--- config.mk ---
export PLATFORM = sky130hd
export DESIGN_NAME = uart_tx_bank
export DESIGN_NICKNAME = d
export VERILOG_FILES = /design/src/hw/uart_pkg.sv /design/src/hw/done_collector.sv /design/src/hw/tx_dispatch.sv /design/src/hw/uart_tx_bank.sv /design/src/hw/uart_tx_lane.sv
export VERILOG_INCLUDE_DIRS = /design/src /design/src/include
export SDC_FILE = /design/constraint.sdc
export NUM_CORES = 1
export LEC_CHECK = 0
export BUFFER_PORTS_ARGS = -buffer_cell sky130_fd_sc_hd__buf_2
export CORE_MARGIN = 10
export CORE_UTILIZATION = 54
export CTS_CLUSTER_DIAMETER = 60
export DETAILED_ROUTE_END_ITERATION = 10
export GPL_ROUTABILITY_DRIVEN = 0
export HOLD_SLACK_MARGIN = 0.02
export PLACE_DENSITY = 0.71
export REMOVE_ABC_BUFFERS = 1
export SLEW_MARGIN = 15
export SYNTH_ARGS = -nofsm -noshare
export SYNTH_HDL_FRONTEND = slang
export SYNTH_SLANG_ARGS = --single-unit
--- constraint.sdc ---
create_clock -name clk -period 2.6 [get_ports clk]
set_input_delay 0 -clock clk [delete_from_list [all_inputs] [get_ports clk]]
set_output_delay 0 -clock clk [all_outputs]
set_load 0.03 [all_outputs]
--- src/include/uart_config.svh ---
`ifndef UART_CONFIG_SVH
`define UART_CONFIG_SVH

// number of independent transmit lanes, two or more.
`define UART_LANES 4

// clock cycles per serial bit.
// 868 gives 115200 baud at 100 MHz; 16 keeps simulation short.
`define UART_CLKS_PER_BIT 16

// start bit, eight data bits and one stop bit.
`define UART_FRAME_BITS 10

`endif

--- src/hw/uart_pkg.sv ---
`include "uart_config.svh"

package uart_pkg;

    // index of one transmit lane.
    typedef logic [$clog2(`UART_LANES)-1:0] lane_id_t;

    // life cycle of a single transmitter lane.
    typedef enum logic [1:0] {
        LANE_IDLE,
        LANE_SEND,
        LANE_DONE
    } lane_state_t;

    // one-hot select for a lane, shared by the dispatcher and the collector.
    function automatic logic [`UART_LANES-1:0] lane_onehot(lane_id_t id);
        lane_onehot = '0;
        lane_onehot[id] = 1'b1;
    endfunction

endpackage

--- src/hw/done_collector.sv ---
`timescale 1ns/100ps
`include "uart_config.svh"

module done_collector (
    input  logic                    clk,
    input  logic                    rst,
    input  logic [`UART_LANES-1:0]  done_flag,
    output logic [`UART_LANES-1:0]  done_clear,
    output logic                    done_req,
    output uart_pkg::lane_id_t      done_lane,
    input  logic                    done_ack
);

    import uart_pkg::*;

    typedef enum logic [1:0] {
        C_SCAN,
        C_REQ,
        C_REL
    } coll_state_t;

    coll_state_t state;
    lane_id_t next_lane;
    logic found;

    // search starts one past the lane served last, wrapping at the top.
    always_comb begin
        found = 1'b0;
        next_lane = done_lane;
        for (int i = 1; i <= `UART_LANES; i++) begin
            if (!found && done_flag[(int'(done_lane) + i) % `UART_LANES]) begin
                found = 1'b1;
                next_lane = lane_id_t'((int'(done_lane) + i) % `UART_LANES);
            end
        end
    end

    // done_lane doubles as the round-robin pointer, so lane 0 is first after reset.
    always_ff @(posedge clk) begin
        if (rst) begin
            state      <= C_SCAN;
            done_req   <= 1'b0;
            done_lane  <= lane_id_t'(`UART_LANES - 1);
            done_clear <= '0;
        end else begin
            done_clear <= '0;
            case (state)
                C_SCAN: begin
                    if (found) begin
                        done_lane <= next_lane;
                        done_req  <= 1'b1;
                        state     <= C_REQ;
                    end
                end
                C_REQ: begin
                    if (done_ack) begin
                        done_req   <= 1'b0;
                        done_clear <= lane_onehot(done_lane);
                        state      <= C_REL;
                    end
                end
                C_REL: begin
                    // wait for the host to finish its side before the next request.
                    if (!done_ack) begin
                        state <= C_SCAN;
                    end
                end
                default: begin
                    state <= C_SCAN;
                end
            endcase
        end
    end

endmodule

--- src/hw/tx_dispatch.sv ---
`timescale 1ns/100ps
`include "uart_config.svh"

module tx_dispatch (
    input  logic                    clk,
    input  logic                    rst,
    input  logic                    tx_req,
    input  uart_pkg::lane_id_t      tx_lane,
    input  logic [7:0]              tx_data,
    output logic                    tx_ack,
    input  logic [`UART_LANES-1:0]  lane_busy,
    output logic [`UART_LANES-1:0]  load,
    output logic [7:0]              load_data
);

    import uart_pkg::*;

    typedef enum logic [1:0] {
        S_WAIT_REQ,
        S_ACK_HIGH,
        S_WAIT_REL
    } disp_state_t;

    disp_state_t state;
    logic [`UART_LANES-1:0] sel;
    logic lane_free;

    assign sel = lane_onehot(tx_lane);

    // the addressed lane must be idle before its byte is handed over.
    assign lane_free = ~|(sel & lane_busy);

    always_ff @(posedge clk) begin
        if (rst) begin
            state  <= S_WAIT_REQ;
            tx_ack <= 1'b0;
            load   <= '0;
        end else begin
            load <= '0;
            case (state)
                S_WAIT_REQ: begin
                    // a busy lane stalls the host here with tx_ack held low.
                    if (tx_req && lane_free) begin
                        load  <= sel;
                        state <= S_ACK_HIGH;
                    end
                end
                S_ACK_HIGH: begin
                    // the load pulse is out now, so the byte is taken.
                    tx_ack <= 1'b1;
                    state  <= S_WAIT_REL;
                end
                S_WAIT_REL: begin
                    if (!tx_req) begin
                        tx_ack <= 1'b0;
                        state  <= S_WAIT_REQ;
                    end
                end
                default: begin
                    state <= S_WAIT_REQ;
                end
            endcase
        end
    end

    // the byte is captured together with the load decision.
    always_ff @(posedge clk) begin
        if (state == S_WAIT_REQ && tx_req && lane_free) begin
            load_data <= tx_data;
        end
    end

endmodule

--- src/hw/uart_tx_bank.sv ---
`timescale 1ns/100ps
`include "uart_config.svh"

module uart_tx_bank (
    input  logic                    clk,
    input  logic                    rst,
    input  logic                    tx_req,
    input  uart_pkg::lane_id_t      tx_lane,
    input  logic [7:0]              tx_data,
    output logic                    tx_ack,
    output logic                    done_req,
    output uart_pkg::lane_id_t      done_lane,
    input  logic                    done_ack,
    output logic [`UART_LANES-1:0]  tx_line
);

    import uart_pkg::*;

    logic [`UART_LANES-1:0] load;
    logic [`UART_LANES-1:0] lane_busy;
    logic [`UART_LANES-1:0] done_flag;
    logic [`UART_LANES-1:0] done_clear;
    logic [7:0] load_data;

    tx_dispatch tx_dispatch_i (
        .clk       (clk),
        .rst       (rst),
        .tx_req    (tx_req),
        .tx_lane   (tx_lane),
        .tx_data   (tx_data),
        .tx_ack    (tx_ack),
        .lane_busy (lane_busy),
        .load      (load),
        .load_data (load_data)
    );

    // every lane sees the shared byte, and only its own load bit selects it.
    for (genvar i = 0; i < `UART_LANES; i++) begin : g_lane
        uart_tx_lane uart_tx_lane_i (
            .clk        (clk),
            .rst        (rst),
            .load       (load[i]),
            .load_data  (load_data),
            .done_clear (done_clear[i]),
            .busy       (lane_busy[i]),
            .done_flag  (done_flag[i]),
            .line       (tx_line[i])
        );
    end

    done_collector done_collector_i (
        .clk        (clk),
        .rst        (rst),
        .done_flag  (done_flag),
        .done_clear (done_clear),
        .done_req   (done_req),
        .done_lane  (done_lane),
        .done_ack   (done_ack)
    );

endmodule

--- src/hw/uart_tx_lane.sv ---
`timescale 1ns/100ps
`include "uart_config.svh"

module uart_tx_lane (
    input  logic       clk,
    input  logic       rst,
    input  logic       load,
    input  logic [7:0] load_data,
    input  logic       done_clear,
    output logic       busy,
    output logic       done_flag,
    output logic       line
);

    import uart_pkg::*;

    localparam int CNT_W = $clog2(`UART_CLKS_PER_BIT);
    localparam int BIT_W = $clog2(`UART_FRAME_BITS);
    localparam logic [CNT_W-1:0] CNT_LAST = CNT_W'(`UART_CLKS_PER_BIT - 1);
    localparam logic [BIT_W-1:0] BIT_LAST = BIT_W'(`UART_FRAME_BITS - 1);

    lane_state_t state;
    logic [`UART_FRAME_BITS-1:0] shift_reg;
    logic [CNT_W-1:0] clk_cnt;
    logic [BIT_W-1:0] bit_cnt;
    logic bit_end;

    assign bit_end = (clk_cnt == CNT_LAST);

    // the serial line is simply the low end of the frame register.
    assign line = shift_reg[0];

    assign busy = (state != LANE_IDLE);
    assign done_flag = (state == LANE_DONE);

    always_ff @(posedge clk) begin
        if (rst) begin
            state     <= LANE_IDLE;
            shift_reg <= '1;
            clk_cnt   <= '0;
            bit_cnt   <= '0;
        end else begin
            case (state)
                LANE_IDLE: begin
                    if (load) begin
                        // stop bit, data LSB first, start bit at the bottom.
                        shift_reg <= {1'b1, load_data, 1'b0};
                        clk_cnt   <= '0;
                        bit_cnt   <= '0;
                        state     <= LANE_SEND;
                    end
                end
                LANE_SEND: begin
                    if (bit_end) begin
                        clk_cnt <= '0;
                        if (bit_cnt == BIT_LAST) begin
                            shift_reg <= '1;
                            state     <= LANE_DONE;
                        end else begin
                            shift_reg <= {1'b1, shift_reg[`UART_FRAME_BITS-1:1]};
                            bit_cnt   <= bit_cnt + 1'b1;
                        end
                    end else begin
                        clk_cnt <= clk_cnt + 1'b1;
                    end
                end
                LANE_DONE: begin
                    // the lane stays busy until its completion is drained.
                    if (done_clear) begin
                        state <= LANE_IDLE;
                    end
                end
                default: begin
                    state <= LANE_IDLE;
                end
            endcase
        end
    end

endmodule

# Word-level counts from Yosys, hierarchy flattened
# Index checks and enable logic that the tools add are counted.
# W data, S select, Z words.
# totals
register_bits	104
inputBits	14
word_cells	251
# op_classes
addsub	12
n_lt_le_gt_ge	8
n_eq_ne	45
mux	96
n_bitwise	9
reduce_logical	57
# op_table
op	count
$mux W10	8
$pmux W10 S2	4
$mux W4	16
$pmux W4 S2	8
$mux W2	25
$mux W9	4
$pmux W2 S3	6
$add A4 B1 Y4 const B	8
$eq A4 B4 Y1 const B	8
$reduce_and A4 Y1	8
$ne A2 B1 Y1 const B	14
$ne A2 B2 Y1 const B	11
$reduce_and A3 Y1	7
$reduce_bool A2 Y1	10
$mux W1	17
$lt A3 B4 Y1 const B	4
$eq A2 B1 Y1 const B	6
$eq A2 B2 Y1 const B	6
$logic_not A2 Y1	6
$reduce_and A2 Y1	6
$bmux W1 S2	4
$logic_and A1 B1 Y1	8
$reduce_or A2 Y1	4
$lt A2 B3 Y1 const B	2
12 further kinds	27

# Logic depth before layout (Yosys ltp)
# depth
ltp_word	18
mapped_depth	8

# By module
# Synthesis repeated with hierarchy kept, for this count alone.
# hier_totals
hier_cells	511
hier_area_um2	4674.5
# by_module_without_submodules
mod	instances	cells_each	area_each_um2
uart_tx_lane	4	107	910.9
tx_dispatch	1	36	523.0
done_collector	1	47	508.0

# Worst setup path before layout
# Ideal clock, no wire load.
# synth_path
path_type	flip-flop to flip-flop
start	register g_lane[0].uart_tx_lane_i.state[1]
end	register tx_dispatch_i.load_data[0], enable pin
setup_ns	0.377
arrival_time_ns	1.466
setup_slack_ns	0.758
stages_incl_launch_ff	6
path_buffers	1
synth_period_minus_slack_ns	1.842
cell_sequence	dfxtp_1 buf_2 nor3_1 a21oi_1 or2_2 a21oi_1
# synth_between
elab_chain_cells	5
# synth_lines
item	line_no	source
from (decl)	uart_tx_lane.sv:22	lane_state_t state;
from (signal assigned)	uart_tx_lane.sv:38	state <= LANE_IDLE;
from (signal assigned)	uart_tx_lane.sv:50	state <= LANE_SEND;
from (signal assigned)	uart_tx_lane.sv:58	state <= LANE_DONE;
$reduce_bool A2 Y1	uart_tx_lane.sv:33	assign busy = (state != LANE_IDLE);
$and A4 B4 Y4	tx_dispatch.sv:31	assign lane_free = ~|(sel & lane_busy);
$reduce_or A4 Y1	tx_dispatch.sv:31	
$logic_not A1 Y1	tx_dispatch.sv:31	
$logic_and A1 B1 Y1	tx_dispatch.sv:68	if (state == S_WAIT_REQ && tx_req && lane_free) begin
to (signal assigned)	tx_dispatch.sv:69	load_data <= tx_data;
to (decl)	tx_dispatch.sv:13	output logic [7:0] load_data
# Every way passes these cells.
# A chain may end at the register's enable or synchronous reset.

# Final worst setup path
# layout_path
start	register g_lane[3].uart_tx_lane_i.bit_cnt[1]
end	register g_lane[3].uart_tx_lane_i.bit_cnt[0]
# layout_between
elab_chain_cells	3
# layout_lines
item	line_no	source
from (decl)	uart_tx_lane.sv:25	logic [BIT_W-1:0] bit_cnt;
from (signal assigned)	uart_tx_lane.sv:61	bit_cnt <= bit_cnt + 1'b1;
$eq A4 B4 Y1	uart_tx_lane.sv:56	if (bit_cnt == BIT_LAST) begin
$ne A2 B2 Y1 (no source line)	--	
$reduce_and A4 Y1 (no source line)	--	
# Every way passes these cells.

==> report_table.html <==
<table>
<tr><th>Metric</th><th>Value</th></tr>
<tr><th colspan="2">STA</th></tr>
<tr><td>Worst Tran Pin Value</td><td>0.783 ns</td></tr>
<tr><td>Final-layout worst hold slack</td><td>0.116 ns</td></tr>
<tr><td>Final setup fails</td><td>0</td></tr>
<tr><td>RSZ-0062 raised after global routing</td><td>no</td></tr>
<tr><td>Final min period</td><td>1.89 ns</td></tr>
<tr><td>Fmax</td><td>0.529 GHz</td></tr>
<tr><td>Clock skew after layout</td><td>0.00961 ns</td></tr>
<tr><td>Final count of hold timing violations</td><td>0</td></tr>
<tr><td>Max-Slew Margin vs Limit</td><td>47.7%</td></tr>
<tr><td>Post-route setup TNS</td><td>0 ns</td></tr>
<tr><td>Max-slew violations</td><td>0</td></tr>
<tr><td>Share of the clock period used by the worst path after layout</td><td>72.7%</td></tr>
<tr><th colspan="2">Final layout</th></tr>
<tr><td>Fill cells</td><td>737</td></tr>
<tr><td>Seq. cell area</td><td>2080 um^2</td></tr>
<tr><td>Max reg flops</td><td>36</td></tr>
<tr><td>Area occupied by multi-input gates</td><td>2350 um^2</td></tr>
<tr><td>Final core occ</td><td>61.5%</td></tr>
<tr><td>Share of final-layout standard cells stronger than drive strength 1</td><td>10.4%</td></tr>
<tr><td>Inserted Diodes</td><td>0</td></tr>
<tr><td>Fin cells</td><td>646</td></tr>
<tr><td>Fin nets</td><td>567</td></tr>
<tr><td>Area growth, synth to finish</td><td>9.88%</td></tr>
<tr><th colspan="2">Setup path</th></tr>
<tr><td>Start-to-end type of the worst setup path</td><td>reg -&gt; reg</td></tr>
<tr><td>Reg2Reg Depth</td><td>7</td></tr>
<tr><td>CP Launch Type</td><td>flip-flop</td></tr>
<tr><td>Terminus of the critical flop-to-flop path</td><td>g_lane[3].uart_tx_lane_i.bit_cnt[0]$_SDFFE_PP0P_</td></tr>
<tr><td>Cell-by-cell trace of the critical path</td><td>inv_1 &gt; ha_1 &gt; and3b_1 &gt; nand2b_1 &gt; a21oi_1 &gt; mux2i_1 &gt; nor2_1</td></tr>
<tr><td>Worst R2R Start</td><td>g_lane[3].uart_tx_lane_i.bit_cnt[1]$_SDFFE_PP0P_</td></tr>
<tr><td>Critical-path top delay cell</td><td>sky130_fd_sc_hd__dfxtp_1</td></tr>
<tr><td>Data arrival at the endpoint of the critical path</td><td>2.13 ns</td></tr>
<tr><td>CP Data Required Time</td><td>2.84 ns</td></tr>
<tr><td>Largest driver fanout on the critical path</td><td>10</td></tr>
<tr><td>CP Capture Type</td><td>flip-flop</td></tr>
<tr><td>Setup slack of the worst register-to-register path</td><td>0.71 ns</td></tr>
<tr><td>Delay of the slowest cell on the worst path</td><td>0.38 ns</td></tr>
<tr><th colspan="2">Clocking</th></tr>
<tr><td>Worst-Skew Late Latency</td><td>0.35 ns</td></tr>
<tr><td>CTS buffer count</td><td>9</td></tr>
<tr><td>TritonCTS clock tree</td><td>done</td></tr>
<tr><td>Cell chosen for the clock root</td><td>sky130_fd_sc_hd__clkbuf_8</td></tr>
<tr><td>Level count of the clock H-tree</td><td>3</td></tr>
<tr><td>Max Root-Sink Buffers</td><td>2</td></tr>
<tr><td>Worst-path clk slew</td><td>0.08 ns</td></tr>
<tr><td>Number of gates resized after cts</td><td>0</td></tr>
<tr><td>Clk sink count</td><td>100</td></tr>
<tr><th colspan="2">Synth</th></tr>
<tr><td>Synth Register Bits</td><td>100</td></tr>
<tr><td>Post-synthesis instance total</td><td>517</td></tr>
<tr><td>Mean Syn Cell Area</td><td>8.94 um^2</td></tr>
<tr><td>Sequential element share of the synthesized area</td><td>45.0%</td></tr>
<tr><td>Mapped Area</td><td>4620 um^2</td></tr>
<tr><td>Fraction of synthesis flops using an asynchronous set or reset pin</td><td>0%</td></tr>
<tr><td>EDFF count, synth</td><td>8</td></tr>
<tr><td>Predominant post-synthesis flop cell</td><td>sky130_fd_sc_hd__dfxtp_1</td></tr>
<tr><td>Yosys Warn Count</td><td>0</td></tr>
<tr><td>Number of unique standard cell types used by synthesis</td><td>51</td></tr>
<tr><th colspan="2">Hold path</th></tr>
<tr><td>Hold_sp</td><td>rst</td></tr>
<tr><td>Worst hold path type</td><td>in -&gt; reg</td></tr>
<tr><td>Hold Path Depth</td><td>2</td></tr>
<tr><td>Destination of the worst hold path</td><td>g_lane[0].uart_tx_lane_i.clk_cnt[1]$_SDFFE_PP0P_</td></tr>
<tr><th colspan="2">Place</th></tr>
<tr><td>Total of buffers placed on input and output ports</td><td>21</td></tr>
<tr><td>Placed wire-length estimate</td><td>6.72 mm</td></tr>
<tr><td>Post-Place Cells</td><td>618</td></tr>
<tr><th colspan="2">Detailed routing</th></tr>
<tr><td>Detail-routed net length per standard cell</td><td>14.7 um</td></tr>
<tr><td>Remaining number of nets flagged by the antenna check after routing</td><td>0</td></tr>
<tr><td>Final WL</td><td>9.48 mm</td></tr>
<tr><td>Number of remaining DRC errors</td><td>0</td></tr>
<tr><td>DRC marker count from the first detailed-route iteration</td><td>286</td></tr>
<tr><td>Detailed Routing Iterations Pass 1</td><td>5</td></tr>
<tr><td>Via Count</td><td>3,737</td></tr>
<tr><td>Ratio of routed vias to standard cells</td><td>5.78</td></tr>
<tr><th colspan="2">Die</th></tr>
<tr><td>Num ports</td><td>22</td></tr>
<tr><td>Starting Density</td><td>56.0%</td></tr>
<tr><td>Die Height</td><td>113 um</td></tr>
<tr><td>Cell Rows</td><td>33</td></tr>
<tr><td>Area enclosed by the die boundary</td><td>12,700 um^2</td></tr>
<tr><td>Floorplan die width</td><td>113 um</td></tr>
<tr><td>Core area</td><td>8260 um^2</td></tr>
<tr><th colspan="2">Global route</th></tr>
<tr><td>GRT overflow</td><td>0</td></tr>
<tr><td>Global-route usage over all layers</td><td>15.0%</td></tr>
<tr><td>Pin count of the biggest net entering global routing</td><td>29</td></tr>
<tr><td>Antenna violations before repair</td><td>0</td></tr>
<tr><td>Via count of the first global-routing pass</td><td>3,452</td></tr>
<tr><td>First-pass GRT wire length</td><td>16.2 mm</td></tr>
<tr><th colspan="2">Power</th></tr>
<tr><td>Standby leakage power</td><td>1.89 nW</td></tr>
<tr><td>Pwr/cell area</td><td>543 nW/um^2</td></tr>
<tr><td>Worst IR drop on VDD</td><td>0.334 mV</td></tr>
<tr><th colspan="2">Job</th></tr>
<tr><td>Count of max-cap constraint violations</td><td>0</td></tr>
<tr><th colspan="2">Status</th></tr>
<tr><td>Status</td><td>finished, final reports clean</td></tr>
</table>
-- cells in the final DEF (no fill, tap or decap), types with 3 or more instances in the layout --
| master | Yosys | layout |
|---|---|---|
| sky130_fd_sc_hd__a211o_1 | 32 | 32 |
| sky130_fd_sc_hd__a211oi_1 | 3 | 3 |
| sky130_fd_sc_hd__a21o_1 | 7 | 7 |
| sky130_fd_sc_hd__a21oi_1 | 26 | 26 |
| sky130_fd_sc_hd__a22oi_1 | 5 | 5 |
| sky130_fd_sc_hd__and2_1 | 4 | 4 |
| sky130_fd_sc_hd__and3b_1 | 3 | 3 |
| sky130_fd_sc_hd__buf_2 | 6 | 21 |
| sky130_fd_sc_hd__buf_4 | 4 | 7 |
| sky130_fd_sc_hd__clkbuf_8 | 0 | 10 |
| sky130_fd_sc_hd__dfxtp_1 | 92 | 92 |
| sky130_fd_sc_hd__dlygate4sd3_1 | 0 | 13 |
| sky130_fd_sc_hd__edfxtp_1 | 8 | 8 |
| sky130_fd_sc_hd__ha_1 | 16 | 16 |
| sky130_fd_sc_hd__inv_1 | 13 | 13 |
| sky130_fd_sc_hd__mux2_2 | 3 | 3 |
| sky130_fd_sc_hd__mux2i_1 | 5 | 5 |
| sky130_fd_sc_hd__nand2_1 | 22 | 22 |
| sky130_fd_sc_hd__nand2b_1 | 13 | 13 |
| sky130_fd_sc_hd__nand3_1 | 12 | 12 |
| sky130_fd_sc_hd__nand3b_1 | 6 | 6 |
| sky130_fd_sc_hd__nand4_1 | 3 | 3 |
| sky130_fd_sc_hd__nor2_1 | 85 | 85 |
| sky130_fd_sc_hd__nor2b_1 | 10 | 10 |
| sky130_fd_sc_hd__nor3_1 | 29 | 29 |
| sky130_fd_sc_hd__nor3b_1 | 4 | 4 |
| sky130_fd_sc_hd__nor4_1 | 4 | 4 |
| sky130_fd_sc_hd__o21ai_0 | 11 | 11 |
| sky130_fd_sc_hd__o21bai_1 | 7 | 7 |
| sky130_fd_sc_hd__o22ai_1 | 22 | 22 |
| sky130_fd_sc_hd__xnor2_1 | 7 | 7 |
| sky130_fd_sc_hd__xor2_1 | 4 | 4 |
-- layout make-up --
type	instances	area share (%)
timing repair buffer	41	5.66
clock inverter	2	0.197
sequential	100	41.0
multi-input combinational	372	46.3
tap	105	2.59
clock buffer	13	3.35
inverter	13	0.960
-- cells by family after synthesis --
group	count (synthesis)	synth area share, %
AND/OR/NAND/NOR	205	21.8
AO/OA/AOI/OAI	130	20.1
flip-flops	100	45.0
buffers and inverters	45	4.14
adder cells (fa/ha/maj)	17	4.55
XOR/XNOR	11	2.08
multiplexers	9	2.30
-- layer usage --
metal	part of all wire (%)	vias to the layer above	GRT usage (%)
met5	0	-	0
met4	1.1	0	4.15
met3	4.3	9	4.21
met2	45	69	22.6
met1	49	1778	20.3
li1	-	1881	-
-- cell usage after synthesis, types with 3 or more instances --
master                     count  area share, %
sky130_fd_sc_hd__dfxtp_1      92             40
sky130_fd_sc_hd__nor2_1       85            6.9
sky130_fd_sc_hd__a211o_1      32            6.1
sky130_fd_sc_hd__nor3_1       29            3.1
sky130_fd_sc_hd__a21oi_1      26            2.8
sky130_fd_sc_hd__nand2_1      22            1.8
sky130_fd_sc_hd__o22ai_1      22            3.0
sky130_fd_sc_hd__clkbuf_1     20            1.6
sky130_fd_sc_hd__ha_1         16            4.3
sky130_fd_sc_hd__inv_1        13            1.1
sky130_fd_sc_hd__nand2b_1     13            1.8
sky130_fd_sc_hd__nand3_1      12            1.3
sky130_fd_sc_hd__o21ai_0      11            1.2
sky130_fd_sc_hd__nor2b_1      10            1.4
sky130_fd_sc_hd__edfxtp_1      8            5.2
sky130_fd_sc_hd__a21o_1        7            1.1
sky130_fd_sc_hd__o21bai_1      7            1.1
sky130_fd_sc_hd__xnor2_1       7            1.3
sky130_fd_sc_hd__buf_2         6           0.65
sky130_fd_sc_hd__nand3b_1      6           0.97
sky130_fd_sc_hd__a22oi_1       5           0.81
sky130_fd_sc_hd__mux2i_1       5            1.1
sky130_fd_sc_hd__and2_1        4           0.54
sky130_fd_sc_hd__buf_4         4           0.65
sky130_fd_sc_hd__nor3b_1       4           0.65
sky130_fd_sc_hd__nor4_1        4           0.54
sky130_fd_sc_hd__xor2_1        4           0.76
sky130_fd_sc_hd__a211oi_1      3           0.49
sky130_fd_sc_hd__and3b_1       3           0.57
sky130_fd_sc_hd__mux2_2        3           0.73
sky130_fd_sc_hd__nand4_1       3           0.41
-- timing repair --
action | CTS | global route
buffers inserted | 0 | 0
hold endpoints to repair | 17 | 0
hold buffers | 13 | 0
-- per-stage QoR --
| step | cell area (um^2) | setup slack [ns] | total power, W |
|---|---|---|---|
| after floorplan | 4480 | 0.721 | 0.00178 |
| after global placement | 4770 | 0.804 | 0.00185 |
| after detailed placement | 4770 | 0.715 | 0.00186 |
| after CTS | 5080 | 0.703 | 0.00279 |
| after global routing | 5080 | 0.541 | 0.00287 |
| final | 5080 | 0.711 | 0.00276 |
-- how the worst max path moves through the flow --
stage               cells past startpoint                                                  to                                        startpoint  slack, ns
finish                                  7    g_lane[3].uart_tx_lane_i.bit_cnt[0]$_SDFFE_PP0P_  g_lane[3].uart_tx_lane_i.bit_cnt[1]$_SDFFE_PP0P_       0.71
global route                            6  g_lane[3].uart_tx_lane_i.shift_reg[5]$_SDFFE_PP1P_    g_lane[3].uart_tx_lane_i.state[1]$_SDFFE_PP0P_       0.54
CTS                                     7    g_lane[3].uart_tx_lane_i.bit_cnt[0]$_SDFFE_PP0P_  g_lane[3].uart_tx_lane_i.bit_cnt[1]$_SDFFE_PP0P_       0.70
floorplan                               5    g_lane[3].uart_tx_lane_i.bit_cnt[0]$_SDFFE_PP0P_    g_lane[3].uart_tx_lane_i.state[0]$_SDFFE_PP0P_       0.72
global placement                        4          done_collector_i.done_lane[1]$_SDFFE_PP1P_    g_lane[2].uart_tx_lane_i.state[1]$_SDFFE_PP0P_       0.80
detailed placement                      7    g_lane[3].uart_tx_lane_i.bit_cnt[0]$_SDFFE_PP0P_  g_lane[3].uart_tx_lane_i.bit_cnt[1]$_SDFFE_PP0P_       0.71
-- critical path, delay by kind of cell (launching register included) --
kind | cells | cell delay, ns
AO/OA/AOI/OAI | 1 | 0.37
flip-flops | 1 | 0.38
AND/OR/NAND/NOR | 3 | 0.57
adder cells (fa/ha/maj) | 1 | 0.17
buffers and inverters | 1 | 0.06
multiplexers | 1 | 0.24
-- power breakdown --
group,total (W),internal [W],switching [W]
logic,0.000204,0.0000919,0.000112
registers,0.00163,0.00160,0.0000374
clock network,0.000920,0.000426,0.000494
total,0.00276,0.00211,0.000644
No activity file was read; power rests on OpenSTA's default activity.
